===== config.mk =====
export PLATFORM = sky130hd
export DESIGN_NAME = mem_test_top
export DESIGN_NICKNAME = d
export VERILOG_FILES = /design/src/mem_test_pkg.sv /design/src/adrs_generator.sv /design/src/write_sequence.sv /design/src/read_sequence.sv /design/src/pattern_checker.sv /design/src/mem_test_ctrl.sv /design/src/mem_test_top.sv
export SDC_FILE = /design/constraint.sdc
export NUM_CORES = 1
export LEC_CHECK = 0
export ABC_CLOCK_PERIOD_IN_PS = 5200
export BUFFER_PORTS_ARGS = -buffer_cell sky130_fd_sc_hd__buf_2
export CAP_MARGIN = 5
export CORE_ASPECT_RATIO = 1.2
export CORE_MARGIN = 5
export CORE_UTILIZATION = 60
export CTS_BUF_LIST = sky130_fd_sc_hd__clkbuf_4 sky130_fd_sc_hd__clkbuf_8
export DETAILED_ROUTE_END_ITERATION = 8
export GPL_TIMING_DRIVEN = 0
export MAX_ROUTING_LAYER = met4
export PLACE_DENSITY = 0.95
export SLEW_MARGIN = 10
export SYNTH_ARGS = -nofsm -noshare
export SYNTH_HDL_FRONTEND = slang
export SYNTH_HIERARCHICAL = 1
export SYNTH_SLANG_ARGS = --single-unit

===== constraint.sdc =====
create_clock -name iCLK -period 5.2 [get_ports iCLK]
set_clock_uncertainty 0.2 [all_clocks]
set_input_delay 0.78 -clock iCLK [delete_from_list [all_inputs] [get_ports iCLK]]
set_output_delay 0.78 -clock iCLK [all_outputs]
set_load 0.02 [all_outputs]

===== src/mem_test_pkg.sv =====
// Shared constants, pattern rule and controller states for the DDR memory test engine
// Import into any block that needs bus geometry or the test range
package mem_test_pkg;

	//--------------------------------------------------
	// Bus geometry
	//--------------------------------------------------
	localparam int BUS_WIDTH  = 64;						// AXI data width
	localparam int LANE_WIDTH = 16;						// Pattern lane
	localparam int LANES      = BUS_WIDTH / LANE_WIDTH;	// Lanes per beat
	localparam int ADDR_WIDTH = 32;						// Byte address
	localparam int BEAT_BYTES = BUS_WIDTH / 8;			// Bytes per beat

	//--------------------------------------------------
	// Burst and test range
	//--------------------------------------------------
	localparam int BURST_LEN   = 4;						// Beats per burst
	localparam int BURST_BYTES = BURST_LEN * BEAT_BYTES;	// 32 bytes
	localparam logic [ADDR_WIDTH-1:0] START_ADDR = '0;	// First byte of range
	localparam int NUM_BURSTS  = 16;
	// Start address of the final burst
	localparam logic [ADDR_WIDTH-1:0] LAST_ADDR =
		START_ADDR + ADDR_WIDTH'((NUM_BURSTS - 1) * BURST_BYTES);

	// Fixed AXI burst attributes, shared with the controller side
	localparam logic [7:0] AXI_LEN   = 8'(BURST_LEN - 1);	// AxLEN encoding
	localparam logic [2:0] AXI_SIZE  = 3'd3;				// 8 bytes per beat
	localparam logic [1:0] AXI_BURST = 2'b01;				// INCR

	// Test phase of the controller
	typedef enum logic [1:0]
	{
		IDLE  = 2'd0,
		WRITE = 2'd1,
		READ  = 2'd2,
		DONE  = 2'd3
	} ctrl_state_t;

	// Lane k of the beat at byte address A holds (A/2 + k), low 16 bits
	function automatic logic [BUS_WIDTH-1:0] pattern_beat(input logic [ADDR_WIDTH-1:0] adrs);
		logic [ADDR_WIDTH-1:0] half;	// Halfword index of lane 0
		logic [BUS_WIDTH-1:0]  beat;
		half = adrs >> 1;
		for (int k = 0; k < LANES; k++)
		begin
			beat[k*LANE_WIDTH +: LANE_WIDTH] = half[LANE_WIDTH-1:0] + LANE_WIDTH'(k);
		end
		return beat;
	endfunction

endpackage


===== src/adrs_generator.sv =====
// Burst start address counter that walks the test range one burst at a time
// Clear at phase start, step once per completed burst, wraps after the final one
`timescale 1ns/100ps

module adrs_generator
(
	input  logic                              iCLK,
	input  logic                              iRST,
	input  logic                              i_clear,	// Reload range start
	input  logic                              i_step,	// Advance one burst
	output logic [mem_test_pkg::ADDR_WIDTH-1:0] o_adrs,
	output logic                              o_last	// Final burst of range
);

	import mem_test_pkg::*;

	//--------------------------------------------------
	// Address register
	//--------------------------------------------------
	logic [ADDR_WIDTH-1:0] r_adrs;		// Current burst start
	logic                  q_at_last;	// Sitting on the final burst

	assign q_at_last = (r_adrs == LAST_ADDR);

	always_ff @(posedge iCLK)
	begin
		if (iRST)
		begin
			r_adrs <= START_ADDR;
		end
		else if (i_clear)
		begin
			r_adrs <= START_ADDR;				// New phase
		end
		else if (i_step)
		begin
			if (q_at_last)
			begin
				r_adrs <= START_ADDR;			// Wrap, range done
			end
			else
			begin
				r_adrs <= r_adrs + ADDR_WIDTH'(BURST_BYTES);
			end
		end
	end

	// Outputs come straight from the register
	assign o_adrs = r_adrs;
	assign o_last = q_at_last;		// Sequences finish on this burst

endmodule


===== src/write_sequence.sv =====
// AXI4 write master that fills the test range with the pattern, one burst at a time
// Pulse i_start once; o_done pulses after the B response of the last burst
`timescale 1ns/100ps

module write_sequence
(
	input  logic                                iCLK,
	input  logic                                iRST,
	input  logic                                i_start,
	// Write address channel
	output logic [mem_test_pkg::ADDR_WIDTH-1:0] o_awaddr,
	output logic                                o_awvalid,
	input  logic                                i_awready,
	// Write data channel
	output logic [mem_test_pkg::BUS_WIDTH-1:0]  o_wdata,
	output logic                                o_wlast,
	output logic                                o_wvalid,
	input  logic                                i_wready,
	// Write response channel
	input  logic                                i_bvalid,
	output logic                                o_bready,
	output logic                                o_done
);

	import mem_test_pkg::*;

	logic                         r_awvalid, r_wvalid, r_bready, r_done;
	logic [$clog2(BURST_LEN)-1:0] r_beat;	// Beat within burst
	logic [ADDR_WIDTH-1:0]        r_wadrs;	// Byte address of current beat
	logic [ADDR_WIDTH-1:0]        q_adrs;	// Burst start from generator
	logic                         q_adrs_last;
	logic                         q_aw_fire, q_w_fire, q_b_fire, q_wlast;

	assign q_aw_fire = r_awvalid & i_awready;
	assign q_w_fire  = r_wvalid & i_wready;
	assign q_b_fire  = r_bready & i_bvalid;
	assign q_wlast   = (r_beat == $bits(r_beat)'(BURST_LEN - 1));

	//--------------------------------------------------
	// Burst address, stepped per B response
	//--------------------------------------------------
	adrs_generator u_adrs_gen
	(
		.iCLK    (iCLK),
		.iRST    (iRST),
		.i_clear (i_start),
		.i_step  (q_b_fire),
		.o_adrs  (q_adrs),
		.o_last  (q_adrs_last)
	);

	//--------------------------------------------------
	// Channel handshake control
	//--------------------------------------------------
	always_ff @(posedge iCLK)
	begin
		if (iRST)
		begin
			r_awvalid <= 1'b0;
			r_wvalid  <= 1'b0;
			r_bready  <= 1'b0;
			r_beat    <= '0;
			r_done    <= 1'b0;
		end
		else
		begin
			r_done <= q_b_fire & q_adrs_last;	// Last burst answered
			// AW: raise on start or after a B that is not the last
			if (i_start | (q_b_fire & ~q_adrs_last))
				r_awvalid <= 1'b1;
			else if (q_aw_fire)
				r_awvalid <= 1'b0;
			// W stream follows the AW transfer
			if (q_aw_fire)
				r_wvalid <= 1'b1;
			else if (q_w_fire & q_wlast)
				r_wvalid <= 1'b0;
			if (q_aw_fire)
				r_bready <= 1'b1;				// Held until bvalid
			else if (q_b_fire)
				r_bready <= 1'b0;
			if (q_aw_fire)
				r_beat <= '0;
			else if (q_w_fire)
				r_beat <= r_beat + 1'b1;
		end
	end

	// Beat address, payload only
	always_ff @(posedge iCLK)
	begin
		if (q_aw_fire)
			r_wadrs <= q_adrs;
		else if (q_w_fire)
			r_wadrs <= r_wadrs + ADDR_WIDTH'(BEAT_BYTES);
	end

	assign o_awaddr  = q_adrs;					// Stable until B step
	assign o_awvalid = r_awvalid;
	assign o_wdata   = pattern_beat(r_wadrs);
	assign o_wlast   = q_wlast;
	assign o_wvalid  = r_wvalid;
	assign o_bready  = r_bready;
	assign o_done    = r_done;

endmodule


===== src/read_sequence.sv =====
// AXI4 read master that reads the test range back and forwards each beat to the checker
// Pulse i_start once; o_done pulses with the registered final beat
`timescale 1ns/100ps

module read_sequence
(
	input  logic                                iCLK,
	input  logic                                iRST,
	input  logic                                i_start,
	// Read address channel
	output logic [mem_test_pkg::ADDR_WIDTH-1:0] o_araddr,
	output logic                                o_arvalid,
	input  logic                                i_arready,
	// Read data channel
	input  logic [mem_test_pkg::BUS_WIDTH-1:0]  i_rdata,
	input  logic                                i_rlast,
	input  logic                                i_rvalid,
	output logic                                o_rready,
	// Checker side
	output logic [mem_test_pkg::BUS_WIDTH-1:0]  o_data,
	output logic                                o_valid,
	output logic                                o_done
);

	import mem_test_pkg::*;

	logic                  r_arvalid, q_arvalid_cke;
	logic                  r_rready, q_rready_cke;
	logic                  r_valid, r_done;
	logic [BUS_WIDTH-1:0]  r_data;			// Registered read beat
	logic [ADDR_WIDTH-1:0] q_adrs;
	logic                  q_adrs_last;
	logic                  q_ar_fire, q_r_fire, q_rlast_fire;

	assign q_ar_fire    = r_arvalid & i_arready;
	assign q_r_fire     = r_rready & i_rvalid;
	assign q_rlast_fire = q_r_fire & i_rlast;

	//--------------------------------------------------
	// Toggle enables for arvalid and rready
	//--------------------------------------------------
	always_comb
	begin
		casez ({r_arvalid, i_start, q_rlast_fire, q_adrs_last, i_arready})
			5'b01???: q_arvalid_cke = 1'b1;	// Assert at phase start
			5'b0010?: q_arvalid_cke = 1'b1;	// Assert for next burst
			5'b1???1: q_arvalid_cke = 1'b1;	// Deassert on AR transfer
			default:  q_arvalid_cke = 1'b0;
		endcase

		casez ({r_rready, q_ar_fire, i_rvalid, i_rlast})
			4'b01??: q_rready_cke = 1'b1;	// Assert after AR
			4'b1?11: q_rready_cke = 1'b1;	// Deassert after rlast
			default: q_rready_cke = 1'b0;
		endcase
	end

	always_ff @(posedge iCLK)
	begin
		if (iRST)
		begin
			r_arvalid <= 1'b0;
			r_rready  <= 1'b0;
			r_valid   <= 1'b0;
			r_done    <= 1'b0;
		end
		else
		begin
			if (q_arvalid_cke)
				r_arvalid <= ~r_arvalid;
			if (q_rready_cke)
				r_rready <= ~r_rready;
			r_valid <= q_r_fire;					// Delayed valid to checker
			r_done  <= q_rlast_fire & q_adrs_last;	// Final beat of range
		end
	end

	always_ff @(posedge iCLK)
	begin
		if (q_r_fire)
			r_data <= i_rdata;
	end

	//--------------------------------------------------
	// Burst address, stepped on each rlast transfer
	//--------------------------------------------------
	adrs_generator u_adrs_gen
	(
		.iCLK    (iCLK),
		.iRST    (iRST),
		.i_clear (i_start),
		.i_step  (q_rlast_fire),
		.o_adrs  (q_adrs),
		.o_last  (q_adrs_last)
	);

	assign o_araddr  = q_adrs;
	assign o_arvalid = r_arvalid;
	assign o_rready  = r_rready;
	assign o_data    = r_data;
	assign o_valid   = r_valid;
	assign o_done    = r_done;

endmodule


===== src/pattern_checker.sv =====
// Compares read-back beats against the pattern rule and keeps the fail status
// Clear before a read phase; feed one valid beat per read transfer in address order
`timescale 1ns/100ps

module pattern_checker
(
	input  logic                               iCLK,
	input  logic                               iRST,
	input  logic                               i_clear,
	input  logic [mem_test_pkg::BUS_WIDTH-1:0] i_data,
	input  logic                               i_valid,
	output logic                               o_fail,
	output logic [7:0]                         o_err_count
);

	import mem_test_pkg::*;

	logic [ADDR_WIDTH-1:0] r_adrs;		// Address of expected beat
	logic [BUS_WIDTH-1:0]  q_expect;
	logic [LANES-1:0]      q_lane_err;	// One bit per 16-bit lane
	logic                  q_beat_err;
	logic                  r_fail;
	logic [7:0]            r_err_count;

	//--------------------------------------------------
	// Expected beat and lane compare
	//--------------------------------------------------
	assign q_expect = pattern_beat(r_adrs);

	for (genvar k = 0; k < LANES; k++)
	begin : g_lane
		assign q_lane_err[k] = i_data[k*LANE_WIDTH +: LANE_WIDTH]
			!= q_expect[k*LANE_WIDTH +: LANE_WIDTH];
	end

	assign q_beat_err = i_valid & (|q_lane_err);	// Any lane off

	always_ff @(posedge iCLK)
	begin
		if (iRST | i_clear)
		begin
			r_adrs      <= START_ADDR;
			r_fail      <= 1'b0;
			r_err_count <= '0;
		end
		else
		begin
			if (i_valid)
				r_adrs <= r_adrs + ADDR_WIDTH'(BEAT_BYTES);	// Next beat
			if (q_beat_err)
				r_fail <= 1'b1;								// Sticky
			if (q_beat_err && r_err_count != 8'hff)
				r_err_count <= r_err_count + 1'b1;			// Saturate at 255
		end
	end

	assign o_fail      = r_fail;
	assign o_err_count = r_err_count;

endmodule


===== src/mem_test_ctrl.sv =====
// Phase controller for the memory test: write the range, read it back, then hold done
// A start pulse in IDLE or DONE begins a new run
`timescale 1ns/100ps

module mem_test_ctrl
(
	input  logic iCLK,
	input  logic iRST,
	input  logic i_start,
	input  logic i_wr_done,
	input  logic i_rd_done,
	output logic o_wr_start,
	output logic o_rd_start,
	output logic o_chk_clear,
	output logic o_busy,
	output logic o_done
);

	import mem_test_pkg::*;

	ctrl_state_t r_state;
	logic        r_wr_start, r_rd_start, r_chk_clear;	// One-cycle pulses

	//--------------------------------------------------
	// Phase FSM
	//--------------------------------------------------
	always_ff @(posedge iCLK)
	begin
		if (iRST)
		begin
			r_state     <= IDLE;
			r_wr_start  <= 1'b0;
			r_rd_start  <= 1'b0;
			r_chk_clear <= 1'b0;
		end
		else
		begin
			r_wr_start  <= 1'b0;
			r_rd_start  <= 1'b0;
			r_chk_clear <= 1'b0;
			case (r_state)
				IDLE, DONE:
				begin
					if (i_start)
					begin
						r_state     <= WRITE;
						r_wr_start  <= 1'b1;
						r_chk_clear <= 1'b1;	// Drop old fail status at once
					end
				end
				WRITE:
				begin
					if (i_wr_done)
					begin
						r_state     <= READ;
						r_rd_start  <= 1'b1;
						r_chk_clear <= 1'b1;	// Checker address back to start
					end
				end
				READ:
				begin
					if (i_rd_done)
						r_state <= DONE;
				end
				default: r_state <= IDLE;
			endcase
		end
	end

	assign o_wr_start  = r_wr_start;
	assign o_rd_start  = r_rd_start;
	assign o_chk_clear = r_chk_clear;
	assign o_busy      = (r_state == WRITE) || (r_state == READ);
	assign o_done      = (r_state == DONE);		// Level until next start

endmodule


===== src/mem_test_top.sv =====
// Top level of the DDR memory test engine, AXI4 master ports toward the DDR controller
// Pulse i_start, wait for o_done, then read o_fail and o_err_count
`timescale 1ns/100ps

module mem_test_top
(
	input  logic                                iCLK,
	input  logic                                iRST,
	// Control
	input  logic                                i_start,
	output logic                                o_busy,
	output logic                                o_done,
	output logic                                o_fail,
	output logic [7:0]                          o_err_count,
	// Write address
	output logic [mem_test_pkg::ADDR_WIDTH-1:0] o_awaddr,
	output logic                                o_awvalid,
	input  logic                                i_awready,
	// Write data
	output logic [mem_test_pkg::BUS_WIDTH-1:0]  o_wdata,
	output logic                                o_wlast,
	output logic                                o_wvalid,
	input  logic                                i_wready,
	// Write response
	input  logic                                i_bvalid,
	output logic                                o_bready,
	// Read address
	output logic [mem_test_pkg::ADDR_WIDTH-1:0] o_araddr,
	output logic                                o_arvalid,
	input  logic                                i_arready,
	// Read data
	input  logic [mem_test_pkg::BUS_WIDTH-1:0]  i_rdata,
	input  logic                                i_rlast,
	input  logic                                i_rvalid,
	output logic                                o_rready
);

	import mem_test_pkg::*;

	logic                 wr_start, wr_done, rd_start, rd_done, chk_clear;
	logic [BUS_WIDTH-1:0] chk_data;		// Read beat to checker
	logic                 chk_valid;

	//--------------------------------------------------
	// Phase control
	//--------------------------------------------------
	mem_test_ctrl u_ctrl
	(
		.iCLK(iCLK), .iRST(iRST), .i_start(i_start),
		.i_wr_done(wr_done), .i_rd_done(rd_done),
		.o_wr_start(wr_start), .o_rd_start(rd_start), .o_chk_clear(chk_clear),
		.o_busy(o_busy), .o_done(o_done)
	);

	write_sequence u_wr_seq
	(
		.iCLK(iCLK), .iRST(iRST), .i_start(wr_start),
		.o_awaddr(o_awaddr), .o_awvalid(o_awvalid), .i_awready(i_awready),
		.o_wdata(o_wdata), .o_wlast(o_wlast), .o_wvalid(o_wvalid), .i_wready(i_wready),
		.i_bvalid(i_bvalid), .o_bready(o_bready), .o_done(wr_done)
	);

	read_sequence u_rd_seq
	(
		.iCLK(iCLK), .iRST(iRST), .i_start(rd_start),
		.o_araddr(o_araddr), .o_arvalid(o_arvalid), .i_arready(i_arready),
		.i_rdata(i_rdata), .i_rlast(i_rlast), .i_rvalid(i_rvalid), .o_rready(o_rready),
		.o_data(chk_data), .o_valid(chk_valid), .o_done(rd_done)
	);

	pattern_checker u_checker
	(
		.iCLK(iCLK), .iRST(iRST), .i_clear(chk_clear),
		.i_data(chk_data), .i_valid(chk_valid),
		.o_fail(o_fail), .o_err_count(o_err_count)
	);

endmodule


==> results of run 1 <==
==> synthesized netlist by cell type (7+ instances only) <==
| cell type | instances |
|---|---|
| or3_1 | 24 |
| and3_1 | 26 |
| nor3_1 | 30 |
| nor4_1 | 21 |
| nand4_1 | 29 |
| o21ai_0 | 16 |
| or4_1 | 19 |
| nand3_1 | 30 |
| ha_1 | 14 |
| a21oi_1 | 47 |
| nor2_1 | 80 |
| buf_2 | 20 |
| buf_4 | 20 |
| xor2_1 | 35 |
| dfxtp_1 | 92 |
| edfxtp_1 | 80 |
| nand2_1 | 62 |
| o31ai_1 | 11 |
| inv_1 | 18 |
| xnor2_1 | 78 |
| mux2i_1 | 7 |
| clkbuf_1 | 11 |
==> layer usage <==
| metal | GRT usage | wire, um | vias to the layer above |
|---|---|---|---|
| met5 | - | 0 | - |
| met4 | 0.1248 | 896 | 0 |
| met3 | 0.06322 | 1729 | 75 |
| met2 | 0.4737 | 11700 | 340 |
| met1 | 0.3179 | 9053 | 3588 |
| li1 | - | - | 3581 |
==> critical path, delay by kind of cell, from the launching register on <==
| family | cells | cell delay, ns |
|---|---|---|
| adder cells (fa/ha/maj) | 1 | 0.43 |
| AND/OR/NAND/NOR | 3 | 0.78 |
| XOR/XNOR | 1 | 0.18 |
| flip-flops | 1 | 0.60 |
| buffers and inverters | 1 | 0.20 |
==> final cells by class <==
cell class,instances,area (um2)
Sequential cell,172,4244
Tap cell,175,219.0
Fill cell,1003,3886
Multi-Input combinational cell,623,4089
Clock inverter,15,207.7
Timing Repair Buffer,207,1036
Clock buffer,17,234.0
Inverter,18,67.56
Buffer,61,370.4
==> through the flow <==
| stage | hold WS, ns | setup slack [ns] |
|---|---|---|
| CTS | 0.2510 | 1.546 |
| floorplan | 0.2455 | 2.266 |
| detailed placement | 0.2631 | 2.078 |
| global route | 0.2387 | 1.424 |
| global placement | 0.2449 | 2.089 |
| finish | 0.2881 | 1.563 |
==> cells by family (layout without fill, tap and decap cells) <==
family	count (synthesis)	after routing	share of synthesized area
AOI/OAI and AO/OA	102	102	0.07201
xor gates and xnor gates	113	113	0.1132
adders and majority gates	14	14	0.02004
buffers and inverters	79	318	0.05011
DFF	172	172	0.4856
muxes	8	8	0.009306
other	2	10	0.0008593
and+or+nand+nor	376	376	0.2488
==> path summary, 6_finish.rpt <==
| path | start | endpoint | slack (ns) | cells after the start |
|---|---|---|---|---|
| hold / removal | i_rdata[10] | u_rd_seq/o_data[10]$_DFFE_PN_ | 0.29 | 1 |
| setup reg to reg | u_rd_seq/u_adrs_gen/o_adrs[18]$_SDFFE_PP0P_ | u_rd_seq/u_adrs_gen/o_adrs[9]$_SDFFE_PP0P_ | 2.39 | 6 |
| setup / recovery | u_wr_seq/r_wadrs[3]$_DFFE_PP_ | o_wdata[56] | 1.56 | 6 |
| hold reg to reg | u_wr_seq/o_bready$_SDFFE_PP0P_ | u_wr_seq/o_bready$_SDFFE_PP0P_ | 0.30 | 2 |
==> power by group through the flow <==
| stage | sequential (mW) | combinational (mW) | clock, mW |
|---|---|---|---|
| 6_report | 1.47 | 0.437 | 1.04 |
| 5_1_grt | 1.48 | 0.470 | 1.12 |
| 4_1_cts | 1.48 | 0.437 | 1.06 |
| 3_5_place_dp | 1.51 | 0.433 | 0 |
| 3_3_place_gp | 1.50 | 0.421 | 0 |
| 2_1_floorplan | 1.51 | 0.271 | 0 |
==> layout by cell type, fill, tap and decap left out, drive strengths merged, types with 5 or more instances in the layout <==
master | netlist | routed
nor4 | 25 | 25
edfxtp | 80 | 80
xnor2 | 78 | 78
and3 | 30 | 30
a21oi | 48 | 48
nand3 | 32 | 32
o22ai | 6 | 6
or3 | 24 | 24
nor2b | 5 | 5
nor3 | 33 | 33
dfxtp | 92 | 92
nor2 | 81 | 81
o31ai | 13 | 13
nand2 | 63 | 63
or4 | 19 | 19
and4 | 6 | 6
o21ai | 21 | 21
buf | 47 | 254
clkbuf | 14 | 31
xor2 | 35 | 35
inv | 18 | 24
mux2i | 7 | 7
nand4 | 36 | 36
conb | 2 | 10
ha | 14 | 14
==> sequential cells by signal, indices dropped and copies added (netlist names), 2 cells and up <==
register	count
u_rd_seq/o_data	64
u_checker/r_adrs	14
u_wr_seq/r_beat	2
u_ctrl/r_state	2
u_rd_seq/u_adrs_gen/o_adrs	27
u_wr_seq/u_adrs_gen/o_adrs	27
u_checker/o_err_count	8
u_wr_seq/r_wadrs	16
==> run summary, run 1 <==
Post-Route Setup TNS = 0 ns
TritonRoute pass-1 iters = 5
maxcap violations = 0
pin count of the biggest net entering global routing = 66
largest cells by area after synthesis = edfxtp_1, dfxtp_1, xnor2_1, xor2_1, nor2_1
Achievable Freq = 0.2750 GHz
routability cong. = 0.9383
total power = 2.954 mW
grt total ovfl = 0
Mapped Cells = 866
CP peak stage delay = 0.60 ns
slew margin rel. = 0.3897
Clk pin slew, worst setup/hold paths = 0.09 ns
vias in the first global route = 7,465
layout cells sized above 1 = 0.2902
CTS tree = built
Min-Delay Path Class = in2reg
fin util = 0.7293
WL/cell = 18.16 um
Synth Cell Area = 8740 um2
Sw Share = 0.2765
share of the synthesized area in the top cell type = 0.2749
ant diodes = 0
combinational fraction of design power = 0.148
Die Area = 17,090 um2
slowest CP cell = edfxtp_1
core area = 14,350 um2
CTS root buf = clkbuf_8
register share of total power = 0.499
via count = 7,584
worst-skew pair later-pin latency = 0.46 ns
Final nets = 1,187
Cell Int Power = 2.137 mW
crit path time final = 3.637 ns
DIE HEIGHT = 142.2 um
Post-synth EDFFs = 80
Hold-fix buffers, CTS = 0
Post-CTS Setup Inserts = 0
Initial Utilization = 0.6089
Post-synth top flop = dfxtp_1
Clk pwr share = 0.353
placed cell area = 10,030 um2
Synth cell types = 69
DR iter-0 viols = 796
fin crit share = 0.6994
sequential share of the synthesized area = 0.4856
Die X = 120.2 um
clk buf depth = 2
CP Launch Type = flip-flop
worst-path cell chain = ha_1 -> and3_1 -> and3_2 -> and2b_1 -> xor2_1 -> buf_2
Leak = 4.196 nW
outcome = completed
final hold vios = 0
hpwl dp = 17.38 mm
CTS Buf Count = 17
power per cell area = 282.2 nW/um2
Port Buffers = 207
Post-Layout Cell Count = 1,288
WS Path Type = reg2out
Layout area overhead = 19.77%
syn_area_per_cell = 10.09 um2
first-pass GRT wire length = 37.17 mm
Routed Wire Length = 23.38 mm
DP Cell Count = 1,256
CTS sink count = 172
GRT Total Usage = 0.2799
Resize count post-CTS = 0
row cnt = 48
crit path max fanout = 8
Yosys reg bits = 172
YS warnings = 6
Critical Path End Type = primary output
Final Instance Area = 10,470 um2
CP arrival = 2.66 ns
Final Slew Violations = 0
Top-Level Pins = 218
Worst Max-Slew Pin Slew = 0.9072 ns
ANT nets after route = 0
area leader, netlist = edfxtp_1
NetSw = 0.8167 mW
DRC viols = 0
Setup-failing EPs final = 0
asr flop ratio synth = 0
H-tree levels = 4
worst vdd ir = 143.7 uV
unrepaired setup endpoints after global routing = no
antenna violations before repair = 0
required time of the critical path = 4.22 ns
via/cell ratio = 5.888
Note: power is estimated with default switching activity, not from simulation.
==> run 2, diff against run 1 <==
- ABC_AREA: not set -> 1
- ABC_CLOCK_PERIOD_IN_PS: 5200 -> 3100
- CORE_UTILIZATION: 60 -> 51
- PLACE_DENSITY: 0.95 -> 0.85
- clock period: 5.2 -> 3.1 ns (I/O delays scaled with it)
==> run 2 against run 1 <==
Against the previous run: sequential power rose by 69%; critical path type unchanged; power is 69% higher; first-iteration DRC count shrank 6.3%.
==> run summary, run 2 <==
Routed Wire Length = 28.14 mm
Yosys reg bits = 172
CP arrival = 2.28 ns
CTS sink count = 172
pin count of the biggest net entering global routing = 38
most frequent cells in the layout = nand2_1, buf_2, nor2_1, inv_1, dfxtp_1
crit path time final = 2.946 ns
most common cell after layout, fill and taps aside = nand2_1
critical path buffer and inverter count = 2
required time of the critical path = 2.43 ns
fin crit share = 0.9502
core area = 18,790 um2
Synth Cell Area = 9662 um2
Layout area overhead = 26.04%
most used cell along the critical path = nand2_1
slowest CP cell = edfxtp_1
WS Path Type = reg2out
largest cells by area after synthesis = edfxtp_1, dfxtp_1, nand2_1, nor2_1, inv_1
Synth cell types = 39
worst-skew pair later-pin latency = 0.46 ns
layout cells sized above 1 = 0.2108
DRC viols = 0
row cnt = 55
FF-to-FF setup slack = 0.88 ns
hpwl dp = 20.46 mm
Initial Utilization = 0.5143
YS warnings = 6
TritonRoute pass-1 iters = 6
ANT nets after route = 0
Final nets = 1,711
WHS Endpoint = u_rd_seq/o_arvalid$_SDFFE_PP0P_
syn_area_per_cell = 7.336 um2
CTS Buf Count = 17
worst r2r src = u_wr_seq/o_awvalid$_SDFFE_PP0P_
asr flop ratio synth = 0
Post-synth top flop = dfxtp_1
Hold Startpoint = i_arready
CP top delay family = simple AND/OR/NAND/NOR gates
Final Slew Violations = 0
Die Area = 21,810 um2
final hold vios = 0
Mapped Cells = 1,317
CP peak stage delay = 0.54 ns
Layout fillers = 1,586
power per cell area = 410.5 nW/um2
via/cell ratio = 4.980
worst hold path cell count = 4
area leader, netlist = edfxtp_1
CP Launch Type = flip-flop
slew margin rel. = 0.5619
Min-Delay Path Class = in2reg
placed cell area = 11,070 um2
Leak = 5.660 nW
antenna violations before repair = 4
Die X = 135.6 um
outcome = completed
Post-synth EDFFs = 80
crit path max fanout = 6
Top-Level Pins = 218
DR iter-0 viols = 746
worst-path cell chain = ha_1 -> inv_1 -> nor2_1 -> nand2_1 -> xor2_1 -> nand2_1 -> nand2_1 -> buf_2
Port Buffers = 207
routability cong. = 0.9754
Setup-failing EPs final = 0
Reg2Reg Depth = 3
CTS tree = built
most numerous cell in the Yosys netlist = nand2_1
maxcap violations = 0
FF-to-FF End = u_wr_seq/r_wadrs[5]$_DFFE_PP_
via count = 9,448
worst vdd ir = 283.1 uV
GRT Total Usage = 0.2608
sequential share of the synthesized area = 0.4393
H-tree levels = 4
vias in the first global route = 9,090
DIE HEIGHT = 160.8 um
CTS root buf = clkbuf_8
Final Instance Area = 12,180 um2
first-pass GRT wire length = 44.49 mm
share of the synthesized area in the top cell type = 0.2486
Clk pin slew, worst setup/hold paths = 0.09 ns
Post-synth top cells = nand2_1, nor2_1, inv_1, dfxtp_1, edfxtp_1
clk buf depth = 2
unrepaired setup endpoints after global routing = no
Critical Path End Type = primary output
max reg flops = 64
Worst Max-Slew Pin Slew = 0.6555 ns
Achievable Freq = 0.3395 GHz
Post-Route Setup TNS = 0 ns
WL/cell = 14.83 um
grt total ovfl = 0
## run 2: power breakdown
part	switching, mW	internal (mW)	leakage [nW]
Clock	0.912	0.691	0.197
Sequential	0.0539	2.44	1.47
Combinational	0.580	0.326	4.00
## run 2: final cells by class
| type | count | area, um2 | area share |
|---|---|---|---|
| inverters | 199 | 754.5 | 0.06195 |
| diodes | 4 | 10.01 | 0.0008219 |
| well taps | 256 | 320.3 | 0.02630 |
| repair buffers | 280 | 1754 | 0.1440 |
| multi-input cells | 917 | 4474 | 0.3674 |
| plain buffers | 37 | 221.5 | 0.01819 |
| clock buffers | 18 | 247.7 | 0.02034 |
| flip-flops and latches | 172 | 4244 | 0.3485 |
| clock inverters | 14 | 151.4 | 0.01243 |
## run 2: timing repair
item,in CTS,in global routing
gates resized for setup,1,1
buffers inserted,0,8
pin swaps,0,0
setup endpoints to repair,1,18
hold endpoints to repair,64,0
hold buffers,64,0
## run 2: routing by layer
metal,vias to the layer above,part of all wire,track usage
met5,-,0,-
met4,0,0.032,0.1045
met3,67,0.075,0.05764
met2,385,0.50,0.4425
met1,4307,0.39,0.2981
li1,4689,-,-
## run 2: worst max path at each step
stage	startpoint	to	cells past startpoint
finish	u_wr_seq/r_wadrs[2]$_DFFE_PP_	o_wdata[25]	8
global route	u_wr_seq/r_wadrs[2]$_DFFE_PP_	o_wdata[21]	7
CTS	u_wr_seq/r_wadrs[3]$_DFFE_PP_	o_wdata[25]	8
detailed placement	u_wr_seq/r_wadrs[2]$_DFFE_PP_	o_wdata[62]	8
global placement	i_rvalid	u_rd_seq/o_data[59]$_DFFE_PN_	3
floorplan	u_wr_seq/r_wadrs[2]$_DFFE_PP_	o_wdata[62]	7
## run 2: logic make-up (layout without fill, tap and decap cells)
| group | after synthesis | in the layout | synth area share |
|---|---|---|---|
| compound gates | 68 | 68 | 0.03691 |
| xor+xnor | 65 | 65 | 0.05892 |
| fa+ha+maj | 14 | 14 | 0.01813 |
| buf+inv | 236 | 548 | 0.1007 |
| flops | 172 | 172 | 0.4393 |
| mux | 2 | 2 | 0.002072 |
| other cells | 2 | 14 | 0.0007773 |
| simple gates | 758 | 758 | 0.3432 |
## run 2: tightest hold or removal path: cells and delay by family
kind,cells,cell delay [ns]
buffers and inverters,1,0.09
AO/OA/AOI/OAI,1,0.03
AND/OR/NAND/NOR,2,0.10
## run 2: stage by stage
step	util	worst slack [ns]	power, mW	instances	hold WS (ns)
finish	0.6482	0.1545	4.999	1897	0.06771
global route	0.6482	0.001132	5.233	1897	0.04717
CTS	0.6446	0.004505	5.021	1885	0.03013
detailed placement	0.5891	0.4304	3.359	1789	0.2466
global placement	0.5881	0.1060	3.342	1788	0.2484
floorplan	-	0.3939	3.067	1325	0.2215
